**src/core_defs.svh**
```systemverilog
`ifndef CORE_DEFS_SVH
`define CORE_DEFS_SVH

// data path and address width
`define CORE_XLEN 64

// first fetch address after reset
`define CORE_RESET_PC 64'h0000_0000_0000_0000

// data memory holds 2**CORE_DMEM_AW doublewords
// indexed by address bits [CORE_DMEM_AW+2:3]
`define CORE_DMEM_AW 8

// addi x0, x0, 0
// fills flushed slots and unused instruction memory
`define CORE_NOP 32'h0000_0013

`endif

```
**src/core_pkg.sv**
```systemverilog
`default_nettype none
`include "core_defs.svh"

package core_pkg;

    // major opcodes of the supported subset
    typedef enum logic [6:0] {
        OP     = 7'b0110011,
        OP_IMM = 7'b0010011,
        LUI    = 7'b0110111,
        LOAD   = 7'b0000011,
        STORE  = 7'b0100011,
        BRANCH = 7'b1100011,
        JAL    = 7'b1101111,
        SYSTEM = 7'b1110011
    } opcode_e;

    typedef enum logic [3:0] {
        ADD,
        SUB,
        AND,
        OR,
        XOR,
        SLT,
        SLL,
        SRL,
        PASS_B
    } alu_op_e;

    // fetch to decode
    typedef struct packed {
        logic                  valid;
        logic [`CORE_XLEN-1:0] pc;
        logic [31:0]           instr;
    } if_id_t;

    // decode to execute
    typedef struct packed {
        logic                  valid;
        logic [`CORE_XLEN-1:0] pc;
        logic [31:0]           instr;
        opcode_e               opcode;
        alu_op_e               alu_op;
        logic [4:0]            rs1;
        logic [4:0]            rs2;
        logic [4:0]            rd;
        logic                  uses_rs1;
        logic                  uses_rs2;
        logic                  use_imm;
        logic [`CORE_XLEN-1:0] a;
        logic [`CORE_XLEN-1:0] b;
        logic [`CORE_XLEN-1:0] imm;
        logic                  branch_ne;
        logic                  is_load;
        logic                  is_store;
        logic                  is_jump;
        logic                  is_branch;
        logic                  is_halt;
    } id_ex_t;

    // execute to memory
    typedef struct packed {
        logic                  valid;
        logic [`CORE_XLEN-1:0] pc;
        logic [31:0]           instr;
        logic [4:0]            rd;
        logic                  reg_we;
        logic                  is_load;
        logic                  is_store;
        logic                  is_halt;
        logic [`CORE_XLEN-1:0] result;
        logic [`CORE_XLEN-1:0] store_data;
    } ex_mem_t;

    // memory to writeback, also the retire report
    typedef struct packed {
        logic [`CORE_XLEN-1:0] pc;
        logic [31:0]           instr;
        logic [4:0]            rd;
        logic                  reg_we;
        logic [`CORE_XLEN-1:0] data;
    } retire_t;

    // later-stage result offered to execute
    typedef struct packed {
        logic                  valid;
        logic [4:0]            rd;
        logic [`CORE_XLEN-1:0] data;
    } fwd_t;

endpackage

`default_nettype wire

```
**src/fetch_stage.sv**
```systemverilog
`timescale 1ns/10ps
`default_nettype none
`include "core_defs.svh"

module fetch_stage (
    input  wire                   clk,
    input  wire                   rst,
    input  wire                   load_stall_i,
    input  wire                   redirect_i,
    input  wire  [`CORE_XLEN-1:0] redirect_pc_i,
    output logic [`CORE_XLEN-1:0] imem_addr_o,
    input  wire  [31:0]           imem_data_i,
    output core_pkg::if_id_t      if_id_o
);

    logic [`CORE_XLEN-1:0] pc_q;

    // instruction memory answers in the same cycle
    assign imem_addr_o = pc_q;

    always_ff @(posedge clk) begin
        if (rst) begin
            pc_q    <= `CORE_RESET_PC;
            if_id_o <= '{valid: 1'b0, pc: `CORE_RESET_PC, instr: `CORE_NOP};
        end else if (redirect_i) begin
            // drop the word fetched on the wrong path
            pc_q    <= redirect_pc_i;
            if_id_o <= '{valid: 1'b0, pc: pc_q, instr: `CORE_NOP};
        end else if (!load_stall_i) begin
            pc_q    <= pc_q + `CORE_XLEN'(4);
            if_id_o <= '{valid: 1'b1, pc: pc_q, instr: imem_data_i};
        end
        // on a load stall both pc and the decode slot hold
    end

endmodule

`default_nettype wire

```
**config.mk**
```make
export PLATFORM = sky130hd
export DESIGN_NAME = fetch_stage
export DESIGN_NICKNAME = d
export VERILOG_FILES = /design/src/core_pkg.sv /design/src/fetch_stage.sv
export VERILOG_INCLUDE_DIRS = /design/src /design/src/src
export SDC_FILE = /design/constraint.sdc
export NUM_CORES = 1
export LEC_CHECK = 0
export BUFFER_PORTS_ARGS = -buffer_cell sky130_fd_sc_hd__buf_4
export CAP_MARGIN = 20
export CORE_MARGIN = 3
export CORE_UTILIZATION = 50
export CTS_BUF_LIST = sky130_fd_sc_hd__clkbuf_8
export DETAILED_ROUTE_END_ITERATION = 10
export PLACE_DENSITY_LB_ADDON = 0.2
export RECOVER_POWER = 50
export SLEW_MARGIN = 20
export SYNTH_ARGS = -nofsm -noshare
export SYNTH_HDL_FRONTEND = slang
export SYNTH_SLANG_ARGS = --single-unit
export TNS_END_PERCENT = 5
```
**constraint.sdc**
```tcl
create_clock -name clk -period 3.8 [get_ports clk]
set_input_delay 0.38 -clock clk [delete_from_list [all_inputs] [get_ports clk]]
set_output_delay 0.38 -clock clk [all_outputs]
set_load 0.005 [all_outputs]
```
==> results.md <==
- Largest net degree at the start of global routing: 99
- CP startpoint: redirect_i
- Maxcap violations: 2
- CTS Hold Bufs: 0
- Startpoint Class: input port
- Post-Route WL: 20800 um
- EDFF count, synth: 0
- Area fraction of the dominant cell type after synthesis: 0.461
- Fin crit share: 0.768
- Clock latency on the worst-skew pair: 450 ps
- Placed cell area: 0.00901 mm2
- Hold_sp: imem_data_i[4]
- R2r startpoint: imem_addr_o[9]
- Yosys cell types: 44
- Global-route wire length before repair: 33800 um
- RSZ-0062 raised after global routing: no
- Failing checks: max-capacitance violations, max-slew violations
- Synth area leaders: dfxtp_1 46%, nand2_1 8.7%, a21oi_1 5.7%
- Fmax: 0.342 GHz
- Post-layout min period: 2920 ps
- Hold Slack: 137 ps
- Share of cells above drive strength 1: 0.249
- Design area: 0.00930 mm2
- I/O Buffers: 260
- Vias in the first global route: 6782
- Pwr Total: 3.63 mW
- Data arrival time of the worst path: 3190 ps
- # diodes: 0
- Drt drc: 0
- Iteration-0 DRC Markers: 584
- Util after Layout: 0.691
- CP endpoint kind: flip-flop
- Min-Delay Path Class: input port to flip-flop
- Vias per cell: 5.56
- CTS tree: built
- Leakage Power: 3.77 nW
- Syn. warnings: 0
- Root Driver: clkbuf_8
- Pwr per Cell Area: 391 mW/mm2
- Relative slew slack: -0.244
- IR drop worst, VDD: 284 uV
- Setup violations, final: 0
- Avg WL per Cell: 16.4 um
- Synth async-reset ratio: 0
- Setup_tns: 0 ps
- Initial antenna violation count: 0
- Clk_skew: 9.44 ps
- CP Data Required Time: 4070 ps
- Starting Density: 0.519
- Synth Flop Type: dfxtp_1
- Synthesized net count: 954
- Die ar.: 0.0154 mm2
- CTS Sinks: 161
- DR vias: 7056
- Num CTS Buffers: 17
- Post-CTS resize count: 0
- Row count: 42
- Critical path peak fanout: 34
- DRT Pass-1 Iters: 5
- CP Class: input port to flip-flop
- Worst-margin pin slew: 1870 ps
- GRT Residual Overflow: 0
- Final Hold Vio Count: 0
- Synth-to-Final Area Change: 33.1%
- H-tree level count: 4
- Core area: 0.0135 mm2
- Worst-path clk slew: 80 ps
- Syn_area_per_cell: 8.19 um2
- Clk buf depth: 2
- Seq cells post-synth: 161
- Status: complete, but fails checks
- Post-Syn Area: 0.00699 mm2
- Gate Count Post-Synth: 853
- Routability-driven placement congestion ratio: 0.872
- Die Span Y: 124 um
- Die width: 124 um
- Routed Antenna Nets: 0
- Final nets: 1182
- Post-CTS Setup Bufs: 0
- Sequential element share of the synthesized area: 0.461
- DP Wirelength: 15100 um
- Yosys top cell by area: dfxtp_1
- Global Route Usage Sum: 0.263
- Max-slew violation count: 66
- IO Pins: 261
[Yosys cell counts (10+ instances only)]
library cell / number
a211oi_1: 23
a21oi_1: 79
a311oi_1: 20
and3_1: 17
clkbuf_1: 48
dfxtp_1: 161
inv_1: 14
mux2i_1: 37
nand2_1: 161
nand3_1: 22
nand4_1: 25
nor2_1: 94
nor3_1: 11
nor4_1: 16
o21ai_0: 10
o31ai_1: 10
or4_1: 13
xnor2_1: 20
xor2_1: 11
[cell families (layout without fill, tap and decap cells)]
| group | after synthesis | count (layout) | share of synthesized area |
|---|---|---|---|
| AND/OR/NAND/NOR | 391 | 391 | 0.261 |
| flip-flops | 161 | 161 | 0.461 |
| AO/OA/AOI/OAI | 159 | 159 | 0.144 |
| buffers and inverters | 73 | 314 | 0.0394 |
| multiplexers | 37 | 37 | 0.0530 |
| XOR/XNOR | 31 | 31 | 0.0389 |
| adder cells (fa/ha/maj) | 1 | 1 | 0.00179 |
[registers in the layout, indices dropped and copies added (netlist names)]
signal and cells:
if_id_o 97, imem_addr_o 64
[layer usage]
layer / up-vias / track usage / wire length, um
li1: 3459 / - / -
met1: 3299 / 0.330 / 8940
met2: 259 / 0.426 / 9650
met3: 39 / 0.0872 / 1750
met4: 0 / 0.0883 / 494
met5: - / 0 / 0
[through the flow]
step           worst slack, ps  instances
6_report                   880       1270
2_1_floorplan             1300        853
5_1_grt                    657       1270
3_3_place_gp               848       1238
4_1_cts                    965       1270
3_5_place_dp               778       1238
[final timing paths]
check             slack, ps  cells after the start               to
setup / recovery        880                      3      if_id_o[10]
hold / removal          140                      3       if_id_o[4]
setup reg to reg        970                      6  imem_addr_o[49]
hold reg to reg         450                      2      if_id_o[89]
[cells in the final DEF, fill, tap and decap left out, drive strengths merged, types with 5 or more instances in the layout]
cell    instances
nor4           17
mux2i          37
dfxtp         161
inv            18
o31ai          10
nor2           94
a21oi          79
a211oi         23
nand2         161
xnor2          20
xor2           11
buf           144
nand3          22
nand4          26
nor3           11
a311oi         20
o21ai          10
o31a            6
clkbuf        142
or3             9
and3           17
or4            14
clkinv          5
[critical path, stage by stage]
cell	delay, ps
clkbuf_1	1310
or2_0	1330
nor2_1	140
[power breakdown]
part	leakage [nW]	switching [mW]	internal [mW]
clock	0.215	0.621	0.673
sequential	1.32	0.106	1.78
combinational	2.23	0.213	0.245
total	3.77	0.940	2.69
[cell type report]
| type | instances | area [um2] |
|---|---|---|
| Clock buffer | 19 | 262 |
| Clock inverter | 13 | 145 |
| Fill cell | 1196 | 4160 |
| Inverter | 15 | 56.3 |
| Multi-Input combinational cell | 619 | 3500 |
| Sequential cell | 161 | 3220 |
| Tap cell | 176 | 220 |
| Timing Repair Buffer | 267 | 1890 |
(Power assumes the default switching activity.)
