[src/core_defs.svh]
`ifndef CORE_DEFS_SVH
`define CORE_DEFS_SVH

// data path and address width
`define CORE_XLEN 64

// first fetch address after reset
`define CORE_RESET_PC 64'h0000_0000_0000_0000

// data memory holds 2**CORE_DMEM_AW doublewords
// indexed by address bits [CORE_DMEM_AW+2:3]
`define CORE_DMEM_AW 8

// addi x0, x0, 0
// fills flushed slots and unused instruction memory
`define CORE_NOP 32'h0000_0013

`endif

[src/core_pkg.sv]
`default_nettype none
`include "core_defs.svh"

package core_pkg;

    // major opcodes of the supported subset
    typedef enum logic [6:0] {
        OP     = 7'b0110011,
        OP_IMM = 7'b0010011,
        LUI    = 7'b0110111,
        LOAD   = 7'b0000011,
        STORE  = 7'b0100011,
        BRANCH = 7'b1100011,
        JAL    = 7'b1101111,
        SYSTEM = 7'b1110011
    } opcode_e;

    typedef enum logic [3:0] {
        ADD,
        SUB,
        AND,
        OR,
        XOR,
        SLT,
        SLL,
        SRL,
        PASS_B
    } alu_op_e;

    // fetch to decode
    typedef struct packed {
        logic                  valid;
        logic [`CORE_XLEN-1:0] pc;
        logic [31:0]           instr;
    } if_id_t;

    // decode to execute
    typedef struct packed {
        logic                  valid;
        logic [`CORE_XLEN-1:0] pc;
        logic [31:0]           instr;
        opcode_e               opcode;
        alu_op_e               alu_op;
        logic [4:0]            rs1;
        logic [4:0]            rs2;
        logic [4:0]            rd;
        logic                  uses_rs1;
        logic                  uses_rs2;
        logic                  use_imm;
        logic [`CORE_XLEN-1:0] a;
        logic [`CORE_XLEN-1:0] b;
        logic [`CORE_XLEN-1:0] imm;
        logic                  branch_ne;
        logic                  is_load;
        logic                  is_store;
        logic                  is_jump;
        logic                  is_branch;
        logic                  is_halt;
    } id_ex_t;

    // execute to memory
    typedef struct packed {
        logic                  valid;
        logic [`CORE_XLEN-1:0] pc;
        logic [31:0]           instr;
        logic [4:0]            rd;
        logic                  reg_we;
        logic                  is_load;
        logic                  is_store;
        logic                  is_halt;
        logic [`CORE_XLEN-1:0] result;
        logic [`CORE_XLEN-1:0] store_data;
    } ex_mem_t;

    // memory to writeback, also the retire report
    typedef struct packed {
        logic [`CORE_XLEN-1:0] pc;
        logic [31:0]           instr;
        logic [4:0]            rd;
        logic                  reg_we;
        logic [`CORE_XLEN-1:0] data;
    } retire_t;

    // later-stage result offered to execute
    typedef struct packed {
        logic                  valid;
        logic [4:0]            rd;
        logic [`CORE_XLEN-1:0] data;
    } fwd_t;

endpackage

`default_nettype wire

[src/decode_stage.sv]
`timescale 1ns/10ps
`default_nettype none
`include "core_defs.svh"

module decode_stage (
    input  wire                     clk,
    input  wire                     rst,
    input  wire  core_pkg::if_id_t  if_id_i,
    input  wire                     redirect_i,
    output logic [4:0]              rs1_o,
    output logic [4:0]              rs2_o,
    input  wire  [`CORE_XLEN-1:0]   rs1_data_i,
    input  wire  [`CORE_XLEN-1:0]   rs2_data_i,
    output logic                    load_stall_o,
    output core_pkg::id_ex_t        id_ex_o
);
    import core_pkg::*;

    localparam logic [31:0] EBREAK = 32'h0010_0073;

    logic [31:0]           instr;
    logic [`CORE_XLEN-1:0] imm_i;
    logic [`CORE_XLEN-1:0] imm_s;
    logic [`CORE_XLEN-1:0] imm_b;
    logic [`CORE_XLEN-1:0] imm_u;
    logic [`CORE_XLEN-1:0] imm_j;
    id_ex_t                dec;
    id_ex_t                bubble;

    // funct3 selects the operation, sub only for register-register
    function automatic alu_op_e alu_from_funct(input logic [2:0] funct3, input logic sub);
        case (funct3)
            3'b000:  return sub ? SUB : ADD;
            3'b001:  return SLL;
            3'b010:  return SLT;
            3'b100:  return XOR;
            3'b101:  return SRL;
            3'b110:  return OR;
            3'b111:  return AND;
            default: return ADD;
        endcase
    endfunction

    assign instr = if_id_i.instr;
    assign rs1_o = instr[19:15];
    assign rs2_o = instr[24:20];

    // sign-extended immediates per format
    assign imm_i = {{(`CORE_XLEN-12){instr[31]}}, instr[31:20]};
    assign imm_s = {{(`CORE_XLEN-12){instr[31]}}, instr[31:25], instr[11:7]};
    assign imm_b = {{(`CORE_XLEN-13){instr[31]}}, instr[31], instr[7],
                    instr[30:25], instr[11:8], 1'b0};
    assign imm_u = {{(`CORE_XLEN-32){instr[31]}}, instr[31:12], 12'b0};
    assign imm_j = {{(`CORE_XLEN-21){instr[31]}}, instr[31], instr[19:12],
                    instr[20], instr[30:21], 1'b0};

    always_comb begin
        dec          = '0;
        dec.valid    = if_id_i.valid;
        dec.pc       = if_id_i.pc;
        dec.instr    = instr;
        dec.opcode   = opcode_e'(instr[6:0]);
        dec.alu_op   = ADD;
        dec.rs1      = rs1_o;
        dec.rs2      = rs2_o;
        dec.rd       = instr[11:7];
        dec.a        = rs1_data_i;
        dec.b        = rs2_data_i;
        case (dec.opcode)
            OP: begin
                dec.uses_rs1 = 1'b1;
                dec.uses_rs2 = 1'b1;
                dec.alu_op   = alu_from_funct(instr[14:12], instr[30]);
            end
            OP_IMM: begin
                dec.uses_rs1 = 1'b1;
                dec.use_imm  = 1'b1;
                dec.imm      = imm_i;
                dec.alu_op   = alu_from_funct(instr[14:12], 1'b0);
            end
            LUI: begin
                dec.use_imm = 1'b1;
                dec.imm     = imm_u;
                dec.alu_op  = PASS_B;
            end
            LOAD: begin
                dec.uses_rs1 = 1'b1;
                dec.use_imm  = 1'b1;
                dec.imm      = imm_i;
                dec.is_load  = 1'b1;
            end
            STORE: begin
                dec.uses_rs1 = 1'b1;
                dec.uses_rs2 = 1'b1;
                dec.use_imm  = 1'b1;
                dec.imm      = imm_s;
                dec.is_store = 1'b1;
            end
            BRANCH: begin
                dec.uses_rs1  = 1'b1;
                dec.uses_rs2  = 1'b1;
                dec.imm       = imm_b;
                dec.is_branch = 1'b1;
                // funct3 000 is beq, 001 is bne
                dec.branch_ne = instr[12];
            end
            JAL: begin
                dec.imm     = imm_j;
                dec.is_jump = 1'b1;
            end
            SYSTEM: begin
                dec.is_halt = (instr == EBREAK);
            end
            default: ;
        endcase
    end

    // load result arrives one stage too late for the next instruction
    assign load_stall_o = if_id_i.valid && id_ex_o.valid && id_ex_o.is_load
                          && id_ex_o.rd != 5'd0
                          && ((dec.uses_rs1 && dec.rs1 == id_ex_o.rd)
                              || (dec.uses_rs2 && dec.rs2 == id_ex_o.rd));

    always_comb begin
        bubble       = '0;
        bubble.instr = `CORE_NOP;
    end

    always_ff @(posedge clk) begin
        if (rst || redirect_i || load_stall_o) begin
            id_ex_o <= bubble;
        end else begin
            id_ex_o <= dec;
        end
    end

endmodule

`default_nettype wire

[config.mk]
export PLATFORM = sky130hd
export DESIGN_NAME = decode_stage
export DESIGN_NICKNAME = d
export VERILOG_FILES = /design/src/core_pkg.sv /design/src/decode_stage.sv
export VERILOG_INCLUDE_DIRS = /design/src /design/src/src
export SDC_FILE = /design/constraint.sdc
export NUM_CORES = 1
export LEC_CHECK = 0
export BUFFER_PORTS_ARGS = -buffer_cell sky130_fd_sc_hd__buf_4
export CORE_AREA = 8 8 213 215
export CTS_CLUSTER_DIAMETER = 80
export CTS_CLUSTER_SIZE = 25
export DETAILED_ROUTE_END_ITERATION = 16
export DIE_AREA = 0 0 221 223
export MAX_ROUTING_LAYER = met4
export PLACE_DENSITY = 0.49
export SLEW_MARGIN = 0
export SYNTH_ARGS = -nofsm -noshare
export SYNTH_HDL_FRONTEND = slang
export SYNTH_SLANG_ARGS = --single-unit
export TNS_END_PERCENT = 100
[constraint.sdc]
create_clock -name clk -period 3.7 [get_ports clk]
set_clock_uncertainty 0.2 [all_clocks]
set_input_delay 0.185 -clock clk [delete_from_list [all_inputs] [get_ports clk]]
set_output_delay 0.185 -clock clk [all_outputs]
set_load 0.005 [all_outputs]
==> key figures <==
Clock tree
  – TritonCTS Buffers: 20
  – TritonCTS clock tree: built
  – Clock sink count: 273
  – Deepest clock path buffer count: 3
  – Clk slew on worst S/H paths: 0.09 ns
  – Worst-Skew Late Latency: 0.53 ns
  – CTS H-Tree Depth: 1
  – Clock root cell: clkbuf_16

Finish
  – Share of cells above drive strength 1: 40.83%
  – Biggest register: id_ex_o
  – Max reg flops: 273
  – Top Registers: id_ex_o x273
  – Most frequent cells in the layout: buf_4 (564), dfxtp_1 (273), dlygate4sd3_1 (232)
  – Most common cell after layout, fill and taps aside: buf_4
  – Syn-to-layout area delta: 85.61%
  – Layout Nets: about 1.7k

Power and ir drop
  – PwrDens: 395.9 nW/um2
  – Post-route total power: 6243 uW
  – Maximum VDD drop: 0.0002139 V
  – Leakage: 0.007346 uW

Logic synthesis
  – Synth cell types: 39
  – Synth Instances: 753
  – FF+latch count, synth: approximately 270
  – Mapped Nets: around 980
  – Seq/Total Area, Yosys: 64.32%
  – Synthesized area: 8497 um2
  – Mean Syn Cell Area: 11.28 um2
  – YS warnings: 0

STA
  – Hold Fails Final Rpt: 0
  – Final min period: 2.579 ns
  – FMAX: between 0.3 and 0.4 GHz
  – Worst-margin pin slew: 1.015 ns
  – Final worst path period share: 69.72%
  – Final setup TNS: 0 ns
  – Max Slew Vio Count: 0
  – Final setup fails: 0
  – RSZ-0062 raised after global routing: no
  – Slew HR: 32.09%
  – Final WS setup: 1.121 ns

Run status
  – Run status: finished clean

Critical path
  – Reg2Reg Depth: 6
  – WS Path Type: reg -> reg
  – Setup crit end kind: register
  – RR Endpoint: id_ex_o[155]
  – Startpoint types: register
  – Worst R2R Start: id_ex_o[236]
  – Flop2flop setup slack: 1.12 ns
  – Crit path max fanout: 172
  – Crit path arrival time: roughly 2.8 ns
  – Critical Path RT: 3.92 ns

Routing
  – Initial DRC Count: 386
  – Router iterations before antenna repair: 5
  – Routed length per instance: 19.54 um
  – Post-route ant nets: 0
  – Drt via density: 3.872
  – DRC viols: 0
  – Vias: 7888
  – Wirelength, routed: 39810 um

Floorplan
  – Core area: 42320 um2
  – FP Rows: between 70 and 80
  – Starting Density: 20.08%
  – Die H: between 200 and 250 um
  – Die X: 221 um
  – Die ar.: 49280 um2
  – # IOs: around 560

Flow run
  – Max-cap violations: 0

Hold path
  – Worst Hold Class: in -> reg
  – Hold depth: 3
  – Hold endpoint: id_ex_o[313]
  – Hold Path Origin: if_id_i[86]

Global routing
  – Global Route Usage Sum: between 10% and 20%
  – Vias in the first global route: approximately 8.6k
  – First-pass GRT wire length: 57330 um
  – Initial antenna violation count: 3
  – Largest net degree at the start of global routing: 173
  – GRT Residual Overflow: 0

Place
  – IO Port Bufs: 562
  – DP Wirelength: approximately 31000 um
  – DP Worst Slack: 1.358 ns
  – GP Congestion: 0.8360
[per-layer routing]
layer	wire length, um	vias to the layer above	part of all wire [%]	GRT usage, %
met5	0	-	0	-
met4	613	0	1.5	3.530
met3	3006	41	7.6	4.898
met2	21180	360	53	28.68
met1	15010	3714	38	16.34
li1	-	3773	-	-
[power breakdown]
| part | internal, uW | switching (uW) |
|---|---|---|
| clock | 1110 | 1250 |
| combinational | 513 | 297 |
| sequential | 3040 | 41.3 |
| total | 4660 | 1590 |
[metrics by stage]
| step | util (%) | hold WS, ns | cell area (um2) | cells |
|---|---|---|---|---|
| 3_3_place_gp | 30.13 | 0.1868 | 12750 | 1767 |
| 5_1_grt | 37.27 | 0.1525 | 15770 | 2037 |
| 2_1_floorplan | - | 0.08384 | 8497 | 753 |
| 6_report | 37.27 | 0.1804 | 15770 | 2037 |
| 3_5_place_dp | 30.13 | 0.1888 | 12750 | 1767 |
| 4_1_cts | 37.26 | 0.1388 | 15770 | 2035 |
[synthesized netlist by cell type, drive strengths merged]
cell type	count	share of area (%)
o21ai	2	0.12
nor2b	3	0.22
a211oi	1	0.24
a41o	1	0.12
and2	222	16
nor4b	4	0.41
o21a	1	0.088
nand2	24	1.1
xor2	8	0.82
o2bb2ai	1	0.10
buf	79	7.3
nand4bb	1	0.32
a2111oi	1	0.10
nand4	4	0.29
a31oi	2	0.15
clkbuf	18	0.80
mux2i	1	0.12
o211a	1	0.12
a21oi	21	1.2
nand4b	2	0.21
and3	7	0.52
nand3	6	0.35
nor4	12	0.88
nor2	27	1.2
nor3	8	0.47
and4	1	0.10
xnor2	5	0.52
a22oi	5	0.44
a21bo	1	0.12
o22a	1	0.10
nand2b	1	0.074
or2	2	0.15
dfxtp	273	64
a31o	1	0.10
or3	3	0.22
and4bb	1	0.15
inv	2	0.088
[logic make-up after synthesis]
kind of cell | synth area share, %
xor gates and xnor gates | 1.340
buffers and inverters | 8.217
DFF | 64.32
AOI/OAI and AO/OA | 3.034
muxes | 0.1178
and+or+nand+nor | 22.97
[worst max-delay path, stage by stage, from the launching register on]
cell and delay, ns:
dfxtp_1 0.53, xor2_1 0.14, nor4_1 0.44, a41o_1 0.29, nor2_4 0.05, buf_12 0.17, and2_1 0.38
[layout make-up]
class,instances,area (um2)
Antenna cell,2,5.005
Clock buffer,22,518.0
Clock inverter,14,175.2
Fill cell,4176,26540
Inverter,2,7.507
Multi-Input combinational cell,381,2341
Sequential cell,273,5465
Tap cell,546,683.2
Timing Repair Buffer,797,6576
[worst max path at each step]
stage | start | endpoint | slack, ns | cells past startpoint
2_1_floorplan | id_ex_o[236] | id_ex_o[100] | 1.76 | 8
3_3_place_gp | id_ex_o[236] | id_ex_o[305] | 1.38 | 6
3_5_place_dp | id_ex_o[236] | id_ex_o[82] | 1.36 | 6
4_1_cts | id_ex_o[236] | load_stall_o | 1.13 | 5
5_1_grt | id_ex_o[236] | load_stall_o | 1.03 | 5
6_report | id_ex_o[236] | id_ex_o[155] | 1.12 | 6
[repair_timing]
action | 4_1_cts | 5_1_grt
hold endpoints to repair | 273 | 0
setup buffers | 0 | 0
resized for setup | 0 | 0
hold buffers | 232 | 0
Note: power is estimated with default switching activity, not from simulation.
